$ cat config.mk
export PLATFORM = sky130hd
export DESIGN_NAME = fib_lookup
export DESIGN_NICKNAME = d
export VERILOG_FILES = /design/src/fib_pkg.sv /design/src/fib_lookup.sv
export VERILOG_INCLUDE_DIRS = /design/src
export SDC_FILE = /design/constraint.sdc
export NUM_CORES = 1
export LEC_CHECK = 0
export BUFFER_PORTS_ARGS = -buffer_cell sky130_fd_sc_hd__buf_2
export CAP_MARGIN = 20
export CORE_ASPECT_RATIO = 1.2
export CORE_MARGIN = 2
export CORE_UTILIZATION = 35
export CTS_CLUSTER_SIZE = 20
export DETAILED_ROUTE_END_ITERATION = 10
export PLACE_DENSITY_LB_ADDON = 0.1
export SETUP_SLACK_MARGIN = 0.3
export SLEW_MARGIN = 20
export SYNTH_ARGS = -nofsm -noshare
export SYNTH_HDL_FRONTEND = slang
export SYNTH_SLANG_ARGS = --single-unit
$ cat constraint.sdc
create_clock -name clk -period 12.5 [get_ports clk]
set_input_delay 0 -clock clk [delete_from_list [all_inputs] [get_ports clk]]
set_output_delay 0 -clock clk [all_outputs]
set_load 0.1 [all_outputs]
$ cat src/fib_consts.svh
`ifndef FIB_CONSTS_SVH
`define FIB_CONSTS_SVH

// Name geometry on the wire and in the table
`define FIB_NAME_BITS 64
`define FIB_NAME_BYTES 8

// Prefix length field, carried in metadata bits 5:0
`define FIB_LEN_BITS 6

// Hash slot index width and slots per length
`define FIB_HASH_BITS 10
`define FIB_SLOTS 1024

// One bitmap row per possible prefix length
`define FIB_LENGTHS 64

// Outgoing frame: metadata, full name, matched prefix
`define FIB_FRAME_BYTES 17

// Metadata bit set on interest packets, clear on data packets
`define FIB_INTEREST_BIT 7

`endif

$ cat src/fib_pkg.sv
`include "fib_consts.svh"

package fib_pkg;

    // Bus and header types
    typedef logic [`FIB_NAME_BITS-1:0] name_t;
    typedef logic [7:0] meta_t;
    typedef logic [7:0] byte_t;
    typedef logic [`FIB_LEN_BITS-1:0] plen_t;
    typedef logic [`FIB_HASH_BITS-1:0] hash_t;

    // Packet parser states
    typedef enum logic [1:0] {
        ING_IDLE,
        ING_META,
        ING_NAME
    } ingress_state_t;

    // Longest-prefix search states
    typedef enum logic [1:0] {
        LKP_IDLE,
        LKP_PROBE,
        LKP_WAIT,
        LKP_DONE
    } lookup_state_t;

    // Keep only the bits below len, length 0 gives an empty prefix
    function automatic name_t mask_name(name_t name, plen_t len);
        name_t keep;
        keep = (name_t'(1) << len) - name_t'(1);
        return name & keep;
    endfunction

    // Fold the masked name into a slot index
    function automatic hash_t fib_hash(name_t name, plen_t len);
        name_t masked;
        hash_t h;
        masked = mask_name(name, len);
        h = '0;
        // Full 10-bit slices from bit 0 upward
        for (int i = 0; i < `FIB_NAME_BITS / `FIB_HASH_BITS; i++) begin
            h ^= masked[i*`FIB_HASH_BITS +: `FIB_HASH_BITS];
        end
        // Leftover top bits, zero-extended
        h ^= hash_t'(masked >> ((`FIB_NAME_BITS / `FIB_HASH_BITS) * `FIB_HASH_BITS));
        return h;
    endfunction

endpackage

$ cat src/fib_lookup.sv
`timescale 1ns/10ps
`include "fib_consts.svh"

module fib_lookup (
    input  logic            clk,
    input  logic            rst,
    input  logic            fib_out,
    input  fib_pkg::name_t  pit_in_prefix,
    input  fib_pkg::meta_t  pit_in_metadata,
    input  logic            rd_gnt,
    input  logic            mem_rd_valid,
    input  logic            mem_rd_bit,
    input  logic            tx_busy,
    output logic            rd_req,
    output fib_pkg::plen_t  rd_len,
    output fib_pkg::hash_t  rd_hash,
    output logic            tx_start,
    output fib_pkg::meta_t  tx_meta,
    output fib_pkg::name_t  tx_name,
    output fib_pkg::name_t  tx_match
);

    fib_pkg::lookup_state_t state;
    fib_pkg::plen_t         cur_len;
    fib_pkg::name_t         lat_name;
    fib_pkg::meta_t         lat_meta;
    logic                   accept;
    logic                   search_end;

    // New request only when both the engine and the frame sender are free
    assign accept = (state == fib_pkg::LKP_IDLE) && fib_out && !tx_busy;

    // Registered bit is back, stop on a hit or on the empty prefix
    assign search_end = (state == fib_pkg::LKP_WAIT) && mem_rd_valid &&
                        (mem_rd_bit || (cur_len == '0));

    // Probe address for the current length
    assign rd_req  = (state == fib_pkg::LKP_PROBE);
    assign rd_len  = cur_len;
    assign rd_hash = fib_pkg::fib_hash(lat_name, cur_len);

    // Result stays stable through DONE, where the sender samples it
    assign tx_start = (state == fib_pkg::LKP_DONE);
    assign tx_meta  = {lat_meta[7:`FIB_LEN_BITS], cur_len};
    assign tx_name  = lat_name;
    assign tx_match = fib_pkg::mask_name(lat_name, cur_len);

    always_ff @(posedge clk or posedge rst) begin
        if (rst) begin
            state   <= fib_pkg::LKP_IDLE;
            cur_len <= '0;
        end else begin
            case (state)
                fib_pkg::LKP_IDLE: begin
                    // Start at the requested length
                    if (accept) begin
                        cur_len <= pit_in_metadata[`FIB_LEN_BITS-1:0];
                        state   <= fib_pkg::LKP_PROBE;
                    end
                end
                fib_pkg::LKP_PROBE: begin
                    // Held until the arbiter lets the read through
                    if (rd_gnt) begin
                        state <= fib_pkg::LKP_WAIT;
                    end
                end
                fib_pkg::LKP_WAIT: begin
                    if (search_end) begin
                        state <= fib_pkg::LKP_DONE;
                    end else if (mem_rd_valid) begin
                        // Miss, one bit shorter
                        cur_len <= cur_len - 1'b1;
                        state   <= fib_pkg::LKP_PROBE;
                    end
                end
                fib_pkg::LKP_DONE: state <= fib_pkg::LKP_IDLE;
                default: state <= fib_pkg::LKP_IDLE;
            endcase
        end
    end

    // Request fields, held for the whole search
    always_ff @(posedge clk) begin
        if (accept) begin
            lat_name <= pit_in_prefix;
            lat_meta <= pit_in_metadata;
        end
    end

    // Search only ever walks toward shorter prefixes
    a_len_monotonic: assert property (@(posedge clk) disable iff (rst)
        (state != fib_pkg::LKP_IDLE) |=> (cur_len <= $past(cur_len)));

endmodule

==> results of run 1 <==
## worst paths after layout
check	end	slack (ns)	cells past startpoint
setup / recovery	rd_hash[4]	7.91	13
hold / removal	rd_len[3]$_DFFE_PP0P_	0.01	4
setup reg to reg	rd_len[3]$_DFFE_PP0P_	9.93	9
hold reg to reg	state[0]$_DFFE_PP0P_	0.64	1
max in group asynchronous	rd_len[4]$_DFFE_PP0P_	12.09	3
min in group asynchronous	rd_len[5]$_DFFE_PP0P_	0.15	3
## worst register-to-register path: stages, from the launching register on
cell and delay (ns):
sky130_fd_sc_hd__dfrtp_1 0.47, sky130_fd_sc_hd__inv_1 0.16, sky130_fd_sc_hd__ha_1 0.22, sky130_fd_sc_hd__buf_4 0.25
sky130_fd_sc_hd__nand2_1 0.18, sky130_fd_sc_hd__and3b_1 0.20, sky130_fd_sc_hd__a21oi_1 0.07, sky130_fd_sc_hd__nor2_1 0.60
sky130_fd_sc_hd__nand2_1 0.10, sky130_fd_sc_hd__a22o_1 0.21
## cells in the mapped netlist, drive strengths merged, types with 5 or more instances
cell type,number,area share
nand2,67,0.047
dfrtp,8,0.035
inv,7,0.0046
nand3b,6,0.0078
a21boi,8,0.011
nand3,16,0.014
nor3b,5,0.0074
nand2b,9,0.011
a211oi,8,0.014
o21a,14,0.018
or3,5,0.0054
xor2,15,0.023
o31a,6,0.011
and2,26,0.028
clkbuf,16,0.010
ha,6,0.013
a31oi,11,0.013
o21ai,35,0.032
xnor2,38,0.059
a21oi,33,0.029
nand4,7,0.0076
nor3,7,0.0061
nor2,37,0.025
o22ai,9,0.0098
nor4,7,0.013
xnor3,9,0.035
edfxtp,66,0.34
buf,34,0.038
nor2b,19,0.021
## cell usage in the layout (no fill, tap or decap), types with 6 or more instances in the layout
cell	n
sky130_fd_sc_hd__a21oi_1	33
sky130_fd_sc_hd__a31oi_1	10
sky130_fd_sc_hd__and2_1	25
sky130_fd_sc_hd__buf_2	232
sky130_fd_sc_hd__buf_4	17
sky130_fd_sc_hd__clkbuf_16	9
sky130_fd_sc_hd__dfrtp_1	8
sky130_fd_sc_hd__dlygate4sd3_1	74
sky130_fd_sc_hd__edfxtp_1	66
sky130_fd_sc_hd__ha_1	6
sky130_fd_sc_hd__inv_1	7
sky130_fd_sc_hd__nand2_1	63
sky130_fd_sc_hd__nand2b_1	8
sky130_fd_sc_hd__nand3_1	16
sky130_fd_sc_hd__nand3b_1	6
sky130_fd_sc_hd__nand4_1	7
sky130_fd_sc_hd__nor2_1	35
sky130_fd_sc_hd__nor2b_1	18
sky130_fd_sc_hd__nor3_1	7
sky130_fd_sc_hd__o21a_1	13
sky130_fd_sc_hd__o21ai_0	28
sky130_fd_sc_hd__o22ai_1	9
sky130_fd_sc_hd__xnor2_1	37
sky130_fd_sc_hd__xnor3_1	9
sky130_fd_sc_hd__xor2_1	15
## cell families (layout without fill, tap and decap cells)
family / Yosys count / after routing / share of synthesized area
AOI/OAI and AO/OA: 163 / 163 / 0.2085
xor gates and xnor gates: 63 / 63 / 0.1213
adders and majority gates: 6 / 6 / 0.01305
buffers and inverters: 57 / 345 / 0.05349
DFF: 74 / 74 / 0.3792
muxes: 4 / 4 / 0.007176
and+or+nand+nor: 228 / 228 / 0.2172
## per-layer routing
layer	global-route usage	wire length, um	vias to the layer above
met5	0	0	-
met4	0.1401	954	0
met3	0.03667	1492	54
met2	0.4048	10600	293
met1	0.3208	9169	2821
li1	-	-	2746
## sequential cells by signal, indices dropped and copies added, names as in the netlist
register  count
rd_len        6
lat_meta      2
state         2
tx_name      64
## stage by stage
stage | cell area (um^2) | cells | util | hold slack, ns | setup WS (ns)
after global routing | 8090 | 1095 | 0.5011 | 0.04152 | 7.732
after floorplan | 5754 | 595 | - | -0.1843 | 5.397
after CTS | 8083 | 1094 | 0.5007 | 0.002421 | 7.869
after detailed placement | 7027 | 1005 | 0.4352 | -0.01760 | 8.263
after global placement | 7027 | 1005 | 0.4352 | -0.03174 | 8.440
final | 8090 | 1095 | 0.5011 | 0.01307 | 7.906
## layout make-up
| cell class | count | area [um^2] |
|---|---|---|
| multi-input cells | 464 | 3272 |
| inverters | 7 | 26.28 |
| fillers | 1531 | 8054 |
| clock inverters | 6 | 90.09 |
| clock buffers | 9 | 225.2 |
| flip-flops and latches | 74 | 2182 |
| well taps | 212 | 265.3 |
| repair buffers | 323 | 2029 |
==> flow_results.xml, run 1 <==
<?xml version="1.0" encoding="UTF-8"?>
<metrics>
  <group name="clocking">
    <metric name="clock_latency" unit="ns">0.35</metric>
    <metric name="clk_pin_slew_worst_paths" unit="ns">0.07</metric>
    <metric name="cts_hold_buffers" unit="">74</metric>
    <metric name="clock_sinks" unit="">74</metric>
    <metric name="cts_tree" unit="">yes</metric>
    <metric name="clock_tree.root_cell" unit="">sky130_fd_sc_hd__clkbuf_16</metric>
    <metric name="ctsLongestPathBuffers" unit="">2</metric>
    <metric name="cts_buf_count" unit="">9</metric>
    <metric name="cts-resized-gates" unit="">0</metric>
    <metric name="post-cts-setup-buffers" unit="">0</metric>
    <metric name="cts_h_tree_lvls" unit="">3</metric>
  </group>
  <group name="synth">
    <metric name="async_reset_ff_frac" unit="">0.1081</metric>
    <metric name="netlist_instances" unit="">595</metric>
    <metric name="synthesis.yosys.warnings" unit="">0</metric>
    <metric name="yosysSeqAreaShare" unit="">0.3792</metric>
    <metric name="cell_variety_after_synth" unit="">90</metric>
    <metric name="ys_dominant_reg_cell" unit="">sky130_fd_sc_hd__edfxtp_1</metric>
    <metric name="postSynthRegisterBits" unit="">74</metric>
    <metric name="syn-cell-area" unit="um^2">5754</metric>
    <metric name="synthesis.nets" unit="">680</metric>
    <metric name="post_synth.cell_area_avg" unit="um^2">9.671</metric>
    <metric name="synth-edff-count" unit="">66</metric>
  </group>
  <group name="place">
    <metric name="globalplace.congestion" unit="">0.9283</metric>
    <metric name="hpwl" unit="mm">16.00</metric>
    <metric name="port_buffers" unit="">232</metric>
  </group>
  <group name="sta">
    <metric name="setup-violations-final" unit="">0</metric>
    <metric name="tns" unit="ns">0</metric>
    <metric name="rsz0062_at_grt" unit="">false</metric>
    <metric name="drv_slew" unit="">0</metric>
    <metric name="maxClockFrequency" unit="MHz">217.7</metric>
    <metric name="fin_skew" unit="ns">0.01196</metric>
    <metric name="hold_viol" unit="">0</metric>
    <metric name="worst-slew-pin-transition" unit="ns">0.8765</metric>
    <metric name="worst_slew_margin_rel" unit="">0.4157</metric>
    <metric name="timing.final.crit_share" unit="">0.3675</metric>
    <metric name="final_critical_path_time_including_i_o_delays_and_setup" unit="ns">4.594</metric>
  </group>
  <group name="critical_path">
    <metric name="worstSetupPathType" unit="">reg2out</metric>
    <metric name="worst_r2r_startpoint" unit="">rd_len[0]$_DFFE_PP0P_</metric>
    <metric name="critical_path.startpoint" unit="">rd_len[0]$_DFFE_PP0P_</metric>
    <metric name="worstSetupEndpointType" unit="">primary output</metric>
    <metric name="cp_data_required_time" unit="ns">12.50</metric>
    <metric name="critPathBufInv" unit="">4</metric>
    <metric name="cpMaxStageDelayCell" unit="">sky130_fd_sc_hd__a211oi_2</metric>
    <metric name="worst_path_largest_cell_delay" unit="ns">0.70</metric>
    <metric name="worstSetupStartpointType" unit="">register</metric>
    <metric name="critical_path_arrival" unit="ns">4.59</metric>
    <metric name="path_max_fanout" unit="">35</metric>
    <metric name="crit_top_cell" unit="">sky130_fd_sc_hd__buf_4</metric>
    <metric name="critical_path.top_delay_family" unit="">buffers and inverters</metric>
    <metric name="crit_path_cell_trace" unit="">inv_1 -&gt; ha_1 -&gt; buf_4 -&gt; nor2_2 -&gt; o21ai_1 -&gt; a211oi_2 -&gt; buf_4 -&gt; and2_1 -&gt; nand2_1 -&gt; and3_1 -&gt; o21a_1 -&gt; xnor3_1 -&gt; buf_2</metric>
  </group>
  <group name="status">
    <metric name="outcome" unit="">finished clean</metric>
  </group>
  <group name="routing">
    <metric name="drt_wl_total" unit="mm">22.22</metric>
    <metric name="post_drt_via_cell_ratio" unit="">5.401</metric>
    <metric name="drt_first_pass_iters" unit="">5</metric>
    <metric name="wl_per_cell" unit="um">20.29</metric>
    <metric name="drt_iter0_markers" unit="">483</metric>
    <metric name="drt_drc_violations_left" unit="">0</metric>
    <metric name="dr_total_vias" unit="">5914</metric>
    <metric name="ant_nets" unit="">0</metric>
  </group>
  <group name="global_routing">
    <metric name="grt.total_usage" unit="">0.2505</metric>
    <metric name="grt_first_pass_wirelength" unit="mm">33.16</metric>
    <metric name="globalRouteOverflowTotal" unit="">0</metric>
    <metric name="number_of_global_route_vias_before_repair" unit="">5817</metric>
    <metric name="grt_start_max_net_pins" unit="">67</metric>
    <metric name="antenna_found_initial" unit="">0</metric>
  </group>
  <group name="min_path">
    <metric name="hold_path_class" unit="">in2reg</metric>
    <metric name="hold_path.startpoint" unit="">pit_in_metadata[3]</metric>
  </group>
  <group name="die">
    <metric name="die_height" unit="um">144.5</metric>
    <metric name="die_width" unit="um">121.1</metric>
    <metric name="placementRows" unit="">51</metric>
    <metric name="floorplan.initialDensity" unit="">0.3564</metric>
    <metric name="placeableCoreArea" unit="um^2">16140</metric>
    <metric name="die_area" unit="um^2">17490</metric>
    <metric name="io-pin-count" unit="">233</metric>
  </group>
  <group name="cells_and_area">
    <metric name="fraction_of_final_layout_cells_with_drive_strength_greater_than_1" unit="">0.3431</metric>
    <metric name="layout.nets" unit="">964</metric>
    <metric name="diode_count" unit="">0</metric>
    <metric name="syn2layout_area_growth" unit="%">40.60</metric>
  </group>
  <group name="run">
    <metric name="maxCapViolations" unit="">0</metric>
  </group>
</metrics>
Power of run 1 is left out: the tool's default activity adds up to more than one toggle a clock period on the data nets, which glitch-free logic cannot reach.
==> run 2, diff against run 1 <==
--- a/config.mk
+++ b/config.mk
@@ -6,6 +6,7 @@
 export SDC_FILE = /design/constraint.sdc
 export NUM_CORES = 1
 export LEC_CHECK = 0
+export ABC_AREA = 1
 export BUFFER_PORTS_ARGS = -buffer_cell sky130_fd_sc_hd__buf_2
 export CAP_MARGIN = 20
 export CORE_ASPECT_RATIO = 1.2
==> constraint.sdc (replaced) <==
create_clock -name clk -period 4.35 [get_ports clk]
set_input_delay 0 -clock clk [delete_from_list [all_inputs] [get_ports clk]]
set_output_delay 0 -clock clk [all_outputs]
set_load 0.1 [all_outputs]
==> run 2 against run 1 <==
Net effect:
- first-iteration DRC count fell by 23%
- critical endpoint is now rd_hash[2]
- area after synthesis is 18% higher
- final cell count up 50%
- clock skew shrank 0.00085 ns
- via count is 32% higher
- largest cell class unchanged
- synthesized cell count increased by 81%
- clock-buffer cell count up 3
- flip-flop and latch count unchanged
- global-route usage up 0.32 points
==> flow_results.xml, run 2 <==
<?xml version="1.0" encoding="UTF-8"?>
<metrics>
  <group name="routing">
    <metric name="drt_drc_violations_left" unit="">0</metric>
    <metric name="ant_nets" unit="">0</metric>
    <metric name="dr_total_vias" unit="">7804</metric>
    <metric name="post_drt_via_cell_ratio" unit="">4.759</metric>
    <metric name="drt_first_pass_iters" unit="">5</metric>
    <metric name="wl_per_cell" unit="um">16.05</metric>
    <metric name="drt_wl_total" unit="mm">26.32</metric>
    <metric name="drt_iter0_markers" unit="">372</metric>
  </group>
  <group name="global_routing">
    <metric name="grt.total_usage" unit="">0.2537</metric>
    <metric name="number_of_global_route_vias_before_repair" unit="">7683</metric>
    <metric name="antenna_found_initial" unit="">0</metric>
    <metric name="grt_start_max_net_pins" unit="">41</metric>
    <metric name="grt_first_pass_wirelength" unit="mm">40.78</metric>
    <metric name="globalRouteOverflowTotal" unit="">0</metric>
  </group>
  <group name="synth">
    <metric name="post_synth_and_or_nand_nor_area_fraction" unit="">0.5074</metric>
    <metric name="postSynthRegisterBits" unit="">74</metric>
    <metric name="yosysSeqAreaShare" unit="">0.3204</metric>
    <metric name="synth_fa_ha_area_frac" unit="">0.01102</metric>
    <metric name="post_synth_xor_area_fraction" unit="">0.01157</metric>
    <metric name="netlist_instances" unit="">1079</metric>
    <metric name="share_of_yosys_cell_area_claimed_by_the_top_area_cell_type" unit="">0.2910</metric>
    <metric name="synth-edff-count" unit="">66</metric>
    <metric name="yosys-top-cells-area" unit="">sky130_fd_sc_hd__edfxtp_1, sky130_fd_sc_hd__nand2_1, sky130_fd_sc_hd__nand3_1</metric>
    <metric name="synthesis.nets" unit="">1164</metric>
    <metric name="syn-cell-area" unit="um^2">6810</metric>
    <metric name="synthesis.yosys.warnings" unit="">0</metric>
    <metric name="yosysMostFrequentCell" unit="">sky130_fd_sc_hd__nand2_1</metric>
    <metric name="synth_top_cells_by_count" unit="">sky130_fd_sc_hd__nand2_1, sky130_fd_sc_hd__nor2_1, sky130_fd_sc_hd__inv_1, sky130_fd_sc_hd__nand3_1, sky130_fd_sc_hd__edfxtp_1</metric>
    <metric name="ys_dominant_reg_cell" unit="">sky130_fd_sc_hd__edfxtp_1</metric>
    <metric name="muxShareOfSynthArea" unit="">0</metric>
    <metric name="synth_compound_area_frac" unit="">0.03399</metric>
    <metric name="cell_variety_after_synth" unit="">40</metric>
    <metric name="yosysTopAreaCell" unit="">sky130_fd_sc_hd__edfxtp_1</metric>
    <metric name="dominant_combinational_cell_family_by_area_after_synthesis" unit="">simple AND/OR/NAND/NOR gates</metric>
    <metric name="post_synth.cell_area_avg" unit="um^2">6.312</metric>
    <metric name="async_reset_ff_frac" unit="">0.1081</metric>
  </group>
  <group name="clocking">
    <metric name="clock_latency" unit="ns">0.35</metric>
    <metric name="clk_pin_slew_worst_paths" unit="ns">0.07</metric>
    <metric name="clock_tree.root_cell" unit="">sky130_fd_sc_hd__clkbuf_16</metric>
    <metric name="cts_h_tree_lvls" unit="">3</metric>
    <metric name="clock_sinks" unit="">74</metric>
    <metric name="cts_tree" unit="">yes</metric>
    <metric name="cts_buf_count" unit="">9</metric>
    <metric name="ctsLongestPathBuffers" unit="">2</metric>
  </group>
  <group name="sta">
    <metric name="timing.final.crit_share" unit="">0.8651</metric>
    <metric name="hold_viol" unit="">0</metric>
    <metric name="tns" unit="ns">0</metric>
    <metric name="worst_slew_margin_rel" unit="">0.5986</metric>
    <metric name="worst-slew-pin-transition" unit="ns">0.5999</metric>
    <metric name="final_critical_path_time_including_i_o_delays_and_setup" unit="ns">3.763</metric>
    <metric name="drv_slew" unit="">0</metric>
    <metric name="maxClockFrequency" unit="MHz">265.7</metric>
    <metric name="rsz0062_at_grt" unit="">true</metric>
    <metric name="final_critical_path_setup_slack" unit="ns">0.5869</metric>
    <metric name="fin_skew" unit="ns">0.01111</metric>
    <metric name="setup-violations-final" unit="">0</metric>
  </group>
  <group name="critical_path">
    <metric name="critical_path_arrival" unit="ns">3.76</metric>
    <metric name="worst_r2r_path_depth" unit="">9</metric>
    <metric name="worstSetupPathType" unit="">reg2out</metric>
    <metric name="worstSetupStartpointType" unit="">register</metric>
    <metric name="cp_data_required_time" unit="ns">4.35</metric>
    <metric name="path_max_fanout" unit="">9</metric>
    <metric name="regToRegSetupSlack" unit="ns">1.85</metric>
    <metric name="worstSetupEndpointType" unit="">primary output</metric>
  </group>
  <group name="cells_and_area">
    <metric name="fill_cells" unit="">2052</metric>
    <metric name="fin_util" unit="">0.4914</metric>
    <metric name="register_area" unit="um^2">2186</metric>
    <metric name="fraction_of_final_layout_cells_with_drive_strength_greater_than_1" unit="">0.2522</metric>
    <metric name="syn2layout_area_growth" unit="%">37.04</metric>
    <metric name="layout.nets" unit="">1464</metric>
    <metric name="diode_count" unit="">0</metric>
    <metric name="final_cell_mix" unit="">sky130_fd_sc_hd__nand2_1, sky130_fd_sc_hd__buf_2, sky130_fd_sc_hd__nor2_1</metric>
    <metric name="combined_area_of_the_multi_input_logic_cells" unit="um^2">3958</metric>
    <metric name="layout.cells.most_common" unit="">sky130_fd_sc_hd__nand2_1</metric>
    <metric name="largest_register_ffs" unit="">64</metric>
  </group>
  <group name="place">
    <metric name="hpwl" unit="mm">21.52</metric>
    <metric name="dp_worst_setup_slack" unit="ns">0.8760</metric>
    <metric name="globalplace.congestion" unit="">0.9437</metric>
    <metric name="port_buffers" unit="">232</metric>
  </group>
  <group name="die">
    <metric name="placementRows" unit="">55</metric>
    <metric name="die_height" unit="um">156.8</metric>
    <metric name="die_area" unit="um^2">20590</metric>
    <metric name="floorplan.initialDensity" unit="">0.3586</metric>
    <metric name="placeableCoreArea" unit="um^2">18990</metric>
    <metric name="io-pin-count" unit="">233</metric>
    <metric name="die_width" unit="um">131.3</metric>
  </group>
  <group name="run">
    <metric name="maxCapViolations" unit="">0</metric>
  </group>
  <group name="status">
    <metric name="outcome" unit="">finished clean</metric>
  </group>
  <group name="min_path">
    <metric name="hold_depth" unit="">4</metric>
    <metric name="hold_path_class" unit="">in2reg</metric>
  </group>
</metrics>
-- run 2: changes by cell type in the layout (fill, tap and decap cells not counted), moves of 18 or more --
| cell | previous run | this run |
|---|---|---|
| sky130_fd_sc_hd__nor2_4 | 0 | 19 |
| sky130_fd_sc_hd__nand4_1 | 7 | 30 |
| sky130_fd_sc_hd__inv_1 | 7 | 145 |
| sky130_fd_sc_hd__nand3_1 | 16 | 131 |
| sky130_fd_sc_hd__nor2_2 | 2 | 25 |
| sky130_fd_sc_hd__and2_1 | 25 | 0 |
| sky130_fd_sc_hd__nor2_1 | 35 | 157 |
| sky130_fd_sc_hd__xnor2_1 | 37 | 2 |
| sky130_fd_sc_hd__a21oi_1 | 33 | 3 |
| sky130_fd_sc_hd__nor2b_1 | 18 | 0 |
| sky130_fd_sc_hd__nand2_1 | 63 | 353 |
-- run 2: final timing paths --
check | start | to
max | rd_len[0]$_DFFE_PP0P_ | rd_hash[2]
min | pit_in_metadata[2] | rd_len[2]$_DFFE_PP0P_
max reg2reg | rd_len[4]$_DFFE_PP0P_ | rd_len[2]$_DFFE_PP0P_
min reg2reg | state[0]$_DFFE_PP0P_ | state[0]$_DFFE_PP0P_
max in group asynchronous | rst | rd_len[1]$_DFFE_PP0P_
min in group asynchronous | rst | rd_len[4]$_DFFE_PP0P_
-- run 2: through the flow --
step / cells / hold WS, ns / cell area [um^2]
global placement: 1550 / -0.02408 / 8279
finish: 1640 / 0.01207 / 9333
global route: 1640 / 0.02853 / 9333
CTS: 1640 / 0.008395 / 9320
detailed placement: 1550 / -0.01614 / 8279
floorplan: 1079 / -0.1845 / 6939
-- run 2: kinds of logic after synthesis --
group           after synthesis
compound gates               40
xor+xnor                      9
fa+ha+maj                     6
buf+inv                     183
flops                        74
simple gates                767
-- run 2: layout make-up --
| class | instances | share of cell area |
|---|---|---|
| multi-input combinational | 822 | 0.4241 |
| sequential | 74 | 0.2342 |
| timing repair buffer | 312 | 0.2099 |
| inverter | 160 | 0.06529 |
| tap | 256 | 0.03432 |
| clock buffer | 12 | 0.02990 |
| clock inverter | 4 | 0.002279 |
-- run 2: routing by layer --
layer,GRT usage,up-vias,share of wire
li1,-,4038,-
met1,0.3117,3471,0.44
met2,0.4496,258,0.48
met3,0.04406,37,0.053
met4,0.08851,0,0.029
met5,0,-,0
-- run 2: timing repair --
item                                    4_1_cts  5_1_grt
endpoints found under the hold margin        81        0
buffers inserted                              0        0
hold buffers                                 74        0
endpoints found under the setup margin        0        5
gates resized for setup                       0        5
-- run 2: critical path, cell delays in order (launching register included) --
cell                       delay, ns
sky130_fd_sc_hd__dfrtp_2        0.41
sky130_fd_sc_hd__inv_1          0.11
sky130_fd_sc_hd__ha_1           0.35
sky130_fd_sc_hd__nand3_1        0.24
sky130_fd_sc_hd__ha_1           0.26
sky130_fd_sc_hd__nand3_1        0.16
sky130_fd_sc_hd__nor2_1         0.21
sky130_fd_sc_hd__nand3_1        0.14
sky130_fd_sc_hd__nor2_1         0.36
sky130_fd_sc_hd__nand3_1        0.15
sky130_fd_sc_hd__nor2_1         0.25
sky130_fd_sc_hd__nor2_4         0.07
sky130_fd_sc_hd__nand2_1        0.08
sky130_fd_sc_hd__nand3_1        0.10
sky130_fd_sc_hd__nand2_1        0.08
sky130_fd_sc_hd__nand2_1        0.05
sky130_fd_sc_hd__nand2_1        0.06
sky130_fd_sc_hd__clkbuf_4       0.32
Power of run 2 is left out for the same reason.
==> run 3, diff against run 2 <==
--- a/config.mk
+++ b/config.mk
@@ -14,7 +14,7 @@
 export CORE_UTILIZATION = 35
 export CTS_CLUSTER_SIZE = 20
 export DETAILED_ROUTE_END_ITERATION = 10
-export PLACE_DENSITY_LB_ADDON = 0.1
+export PLACE_DENSITY = 0.64
 export SETUP_SLACK_MARGIN = 0.3
 export SLEW_MARGIN = 20
 export SYNTH_ARGS = -nofsm -noshare
==> constraint.sdc (replaced) <==
create_clock -name clk -period 3.5 [get_ports clk]
set_input_delay 0 -clock clk [delete_from_list [all_inputs] [get_ports clk]]
set_output_delay 0 -clock clk [all_outputs]
set_load 0.1 [all_outputs]
==> run 3 against run 2 <==
Net effect:
- critical path depth is 4 higher
- largest cell class unchanged
- sequential share of layout area down 3.7 points
- critical endpoint is now rd_hash[8]
- utilization is 9.9 points higher
==> flow_results.xml, run 3 (synthesized netlist as in run 2, its figures left out) <==
<?xml version="1.0" encoding="UTF-8"?>
<metrics>
  <group name="cells_and_area">
    <metric name="largest_register_ffs" unit="">64</metric>
    <metric name="fill_cells" unit="">1798</metric>
    <metric name="final_cell_mix" unit="">sky130_fd_sc_hd__nand2_1, sky130_fd_sc_hd__buf_2, sky130_fd_sc_hd__inv_1</metric>
    <metric name="layout.nets" unit="">1525</metric>
    <metric name="layout.cells.most_common" unit="">sky130_fd_sc_hd__nand2_1</metric>
    <metric name="syn2layout_area_growth" unit="%">64.54</metric>
    <metric name="finalNonFillerCells" unit="">1701</metric>
    <metric name="fin_util" unit="">0.5900</metric>
    <metric name="finish.instance_area" unit="um^2">11210</metric>
    <metric name="diode_count" unit="">0</metric>
    <metric name="fraction_of_final_layout_cells_with_drive_strength_greater_than_1" unit="">0.4436</metric>
    <metric name="combined_area_of_the_multi_input_logic_cells" unit="um^2">5065</metric>
    <metric name="register_area" unit="um^2">2205</metric>
  </group>
  <group name="clocking">
    <metric name="clock_tree.root_cell" unit="">sky130_fd_sc_hd__clkbuf_16</metric>
    <metric name="cts_buf_count" unit="">9</metric>
    <metric name="clk_pin_slew_worst_paths" unit="ns">0.06</metric>
    <metric name="cts_h_tree_lvls" unit="">3</metric>
    <metric name="cts_tree" unit="">yes</metric>
    <metric name="clock_latency" unit="ns">0.35</metric>
    <metric name="clock_sinks" unit="">74</metric>
    <metric name="ctsLongestPathBuffers" unit="">2</metric>
  </group>
  <group name="sta">
    <metric name="timing.final.crit_share" unit="">0.9157</metric>
    <metric name="drv_slew" unit="">0</metric>
    <metric name="maxClockFrequency" unit="MHz">312.0</metric>
    <metric name="rsz0062_at_grt" unit="">true</metric>
    <metric name="hold_viol" unit="">0</metric>
    <metric name="worst-slew-pin-transition" unit="ns">0.5635</metric>
    <metric name="final_critical_path_time_including_i_o_delays_and_setup" unit="ns">3.205</metric>
    <metric name="worst_slew_margin_rel" unit="">0.6229</metric>
    <metric name="setup-violations-final" unit="">0</metric>
    <metric name="fin_skew" unit="ns">0.006842</metric>
    <metric name="tns" unit="ns">0</metric>
  </group>
  <group name="critical_path">
    <metric name="worstSetupStartpointType" unit="">register</metric>
    <metric name="crit_path_cell_trace" unit="">ha_4 -&gt; inv_2 -&gt; nor2_4 -&gt; nand3_4 -&gt; ha_4 -&gt; nand2_2 -&gt; nor2_4 -&gt; nand2_2 -&gt; nor2_4 -&gt; nand2_4 -&gt; nor2_4 -&gt; nand2_2 -&gt; nand2_1 -&gt; nand2_2 -&gt; nor2_4 -&gt; inv_1 -&gt; nand2_2 -&gt; nand3_2 -&gt; nand2_2 -&gt; clkinvlp_4 -&gt; buf_12</metric>
    <metric name="worst_path_largest_cell_delay" unit="ns">0.53</metric>
    <metric name="critical_path_arrival" unit="ns">3.20</metric>
    <metric name="worstSetupPathType" unit="">reg2out</metric>
    <metric name="critical_path.top_delay_family" unit="">simple AND/OR/NAND/NOR gates</metric>
    <metric name="cp_data_required_time" unit="ns">3.50</metric>
    <metric name="worstSetupEndpointType" unit="">primary output</metric>
    <metric name="crit_top_cell" unit="">sky130_fd_sc_hd__nand2_2</metric>
    <metric name="cpMaxStageDelayCell" unit="">sky130_fd_sc_hd__dfrtp_4</metric>
    <metric name="path_max_fanout" unit="">5</metric>
    <metric name="critPathBufInv" unit="">4</metric>
  </group>
  <group name="global_routing">
    <metric name="antenna_found_initial" unit="">0</metric>
    <metric name="globalRouteOverflowTotal" unit="">0</metric>
    <metric name="number_of_global_route_vias_before_repair" unit="">8155</metric>
    <metric name="grt_first_pass_wirelength" unit="mm">41.76</metric>
    <metric name="grt_start_max_net_pins" unit="">43</metric>
    <metric name="grt.total_usage" unit="">0.2582</metric>
  </group>
  <group name="min_path">
    <metric name="hold_path_class" unit="">in2reg</metric>
  </group>
  <group name="die">
    <metric name="placementRows" unit="">55</metric>
    <metric name="die_height" unit="um">156.8</metric>
    <metric name="floorplan.initialDensity" unit="">0.3586</metric>
    <metric name="io-pin-count" unit="">233</metric>
    <metric name="die_area" unit="um^2">20590</metric>
    <metric name="die_width" unit="um">131.3</metric>
    <metric name="placeableCoreArea" unit="um^2">18990</metric>
  </group>
  <group name="routing">
    <metric name="wl_per_cell" unit="um">16.19</metric>
    <metric name="drt_drc_violations_left" unit="">0</metric>
    <metric name="dr_total_vias" unit="">8403</metric>
    <metric name="drt_iter0_markers" unit="">544</metric>
    <metric name="drt_wl_total" unit="mm">27.54</metric>
    <metric name="post_drt_via_cell_ratio" unit="">4.940</metric>
    <metric name="ant_nets" unit="">0</metric>
    <metric name="drt_first_pass_iters" unit="">7</metric>
  </group>
  <group name="run">
    <metric name="maxCapViolations" unit="">0</metric>
  </group>
  <group name="place">
    <metric name="placed_cells_incl_taps" unit="">1553</metric>
    <metric name="postPlaceCellArea" unit="um^2">8889</metric>
    <metric name="globalplace.congestion" unit="">0.9839</metric>
    <metric name="port_buffers" unit="">232</metric>
    <metric name="hpwl" unit="mm">21.54</metric>
  </group>
  <group name="status">
    <metric name="outcome" unit="">finished clean</metric>
  </group>
</metrics>
-- run 3: stage by stage --
stage,setup WS (ns),hold slack (ns)
final,0.2950,0.02157
after global routing,0.1480,0.04142
after CTS,0.2577,0.007084
after detailed placement,0.2159,-0.02464
after global placement,0.3030,-0.02818
after floorplan,-0.3109,-0.1843
-- run 3: final timing paths --
check	startpoint	end	slack, ns	cells past startpoint
setup / recovery	rd_len[0]$_DFFE_PP0P_	rd_hash[8]	0.30	21
max in group asynchronous	rst	rd_len[1]$_DFFE_PP0P_	3.07	3
min in group asynchronous	rst	rd_len[4]$_DFFE_PP0P_	0.15	3
hold / removal	mem_rd_valid	state[1]$_DFFE_PP0P_	0.02	3
hold reg to reg	state[0]$_DFFE_PP0P_	state[0]$_DFFE_PP0P_	0.62	1
setup reg to reg	rd_len[4]$_DFFE_PP0P_	rd_len[2]$_DFFE_PP0P_	1.20	8
-- run 3: repair_timing --
item | in CTS | in global routing
hold endpoints to repair | 81 | 0
pin swaps | 7 | 60
buffers inserted | 24 | 33
hold buffers | 74 | 0
endpoints found under the setup margin | 23 | 27
cloned | 1 | 0
resized for setup | 55 | 165
-- run 3: layout make-up --
| type | instances | share of cell area |
|---|---|---|
| multi-input combinational | 823 | 0.4520 |
| timing repair buffer | 372 | 0.2322 |
| sequential | 74 | 0.1967 |
| inverter | 160 | 0.06286 |
| tap | 256 | 0.02858 |
| clock buffer | 9 | 0.02010 |
| clock inverter | 7 | 0.007481 |
-- run 3: layer usage --
layer / wire, um / track usage / vias to the layer above
met5: 0 / 0 / -
li1: - / - / 4169
met2: 13220 / 0.4469 / 364
met3: 1869 / 0.04924 / 59
met1: 11470 / 0.3127 / 3811
met4: 978 / 0.1175 / 0
-- run 3: worst min-delay path, cell delays in order --
cell	delay (ns)
sky130_fd_sc_hd__buf_2	0.11
sky130_fd_sc_hd__o211ai_1	0.11
sky130_fd_sc_hd__a31oi_1	0.11
Power of run 3 is left out for the same reason.
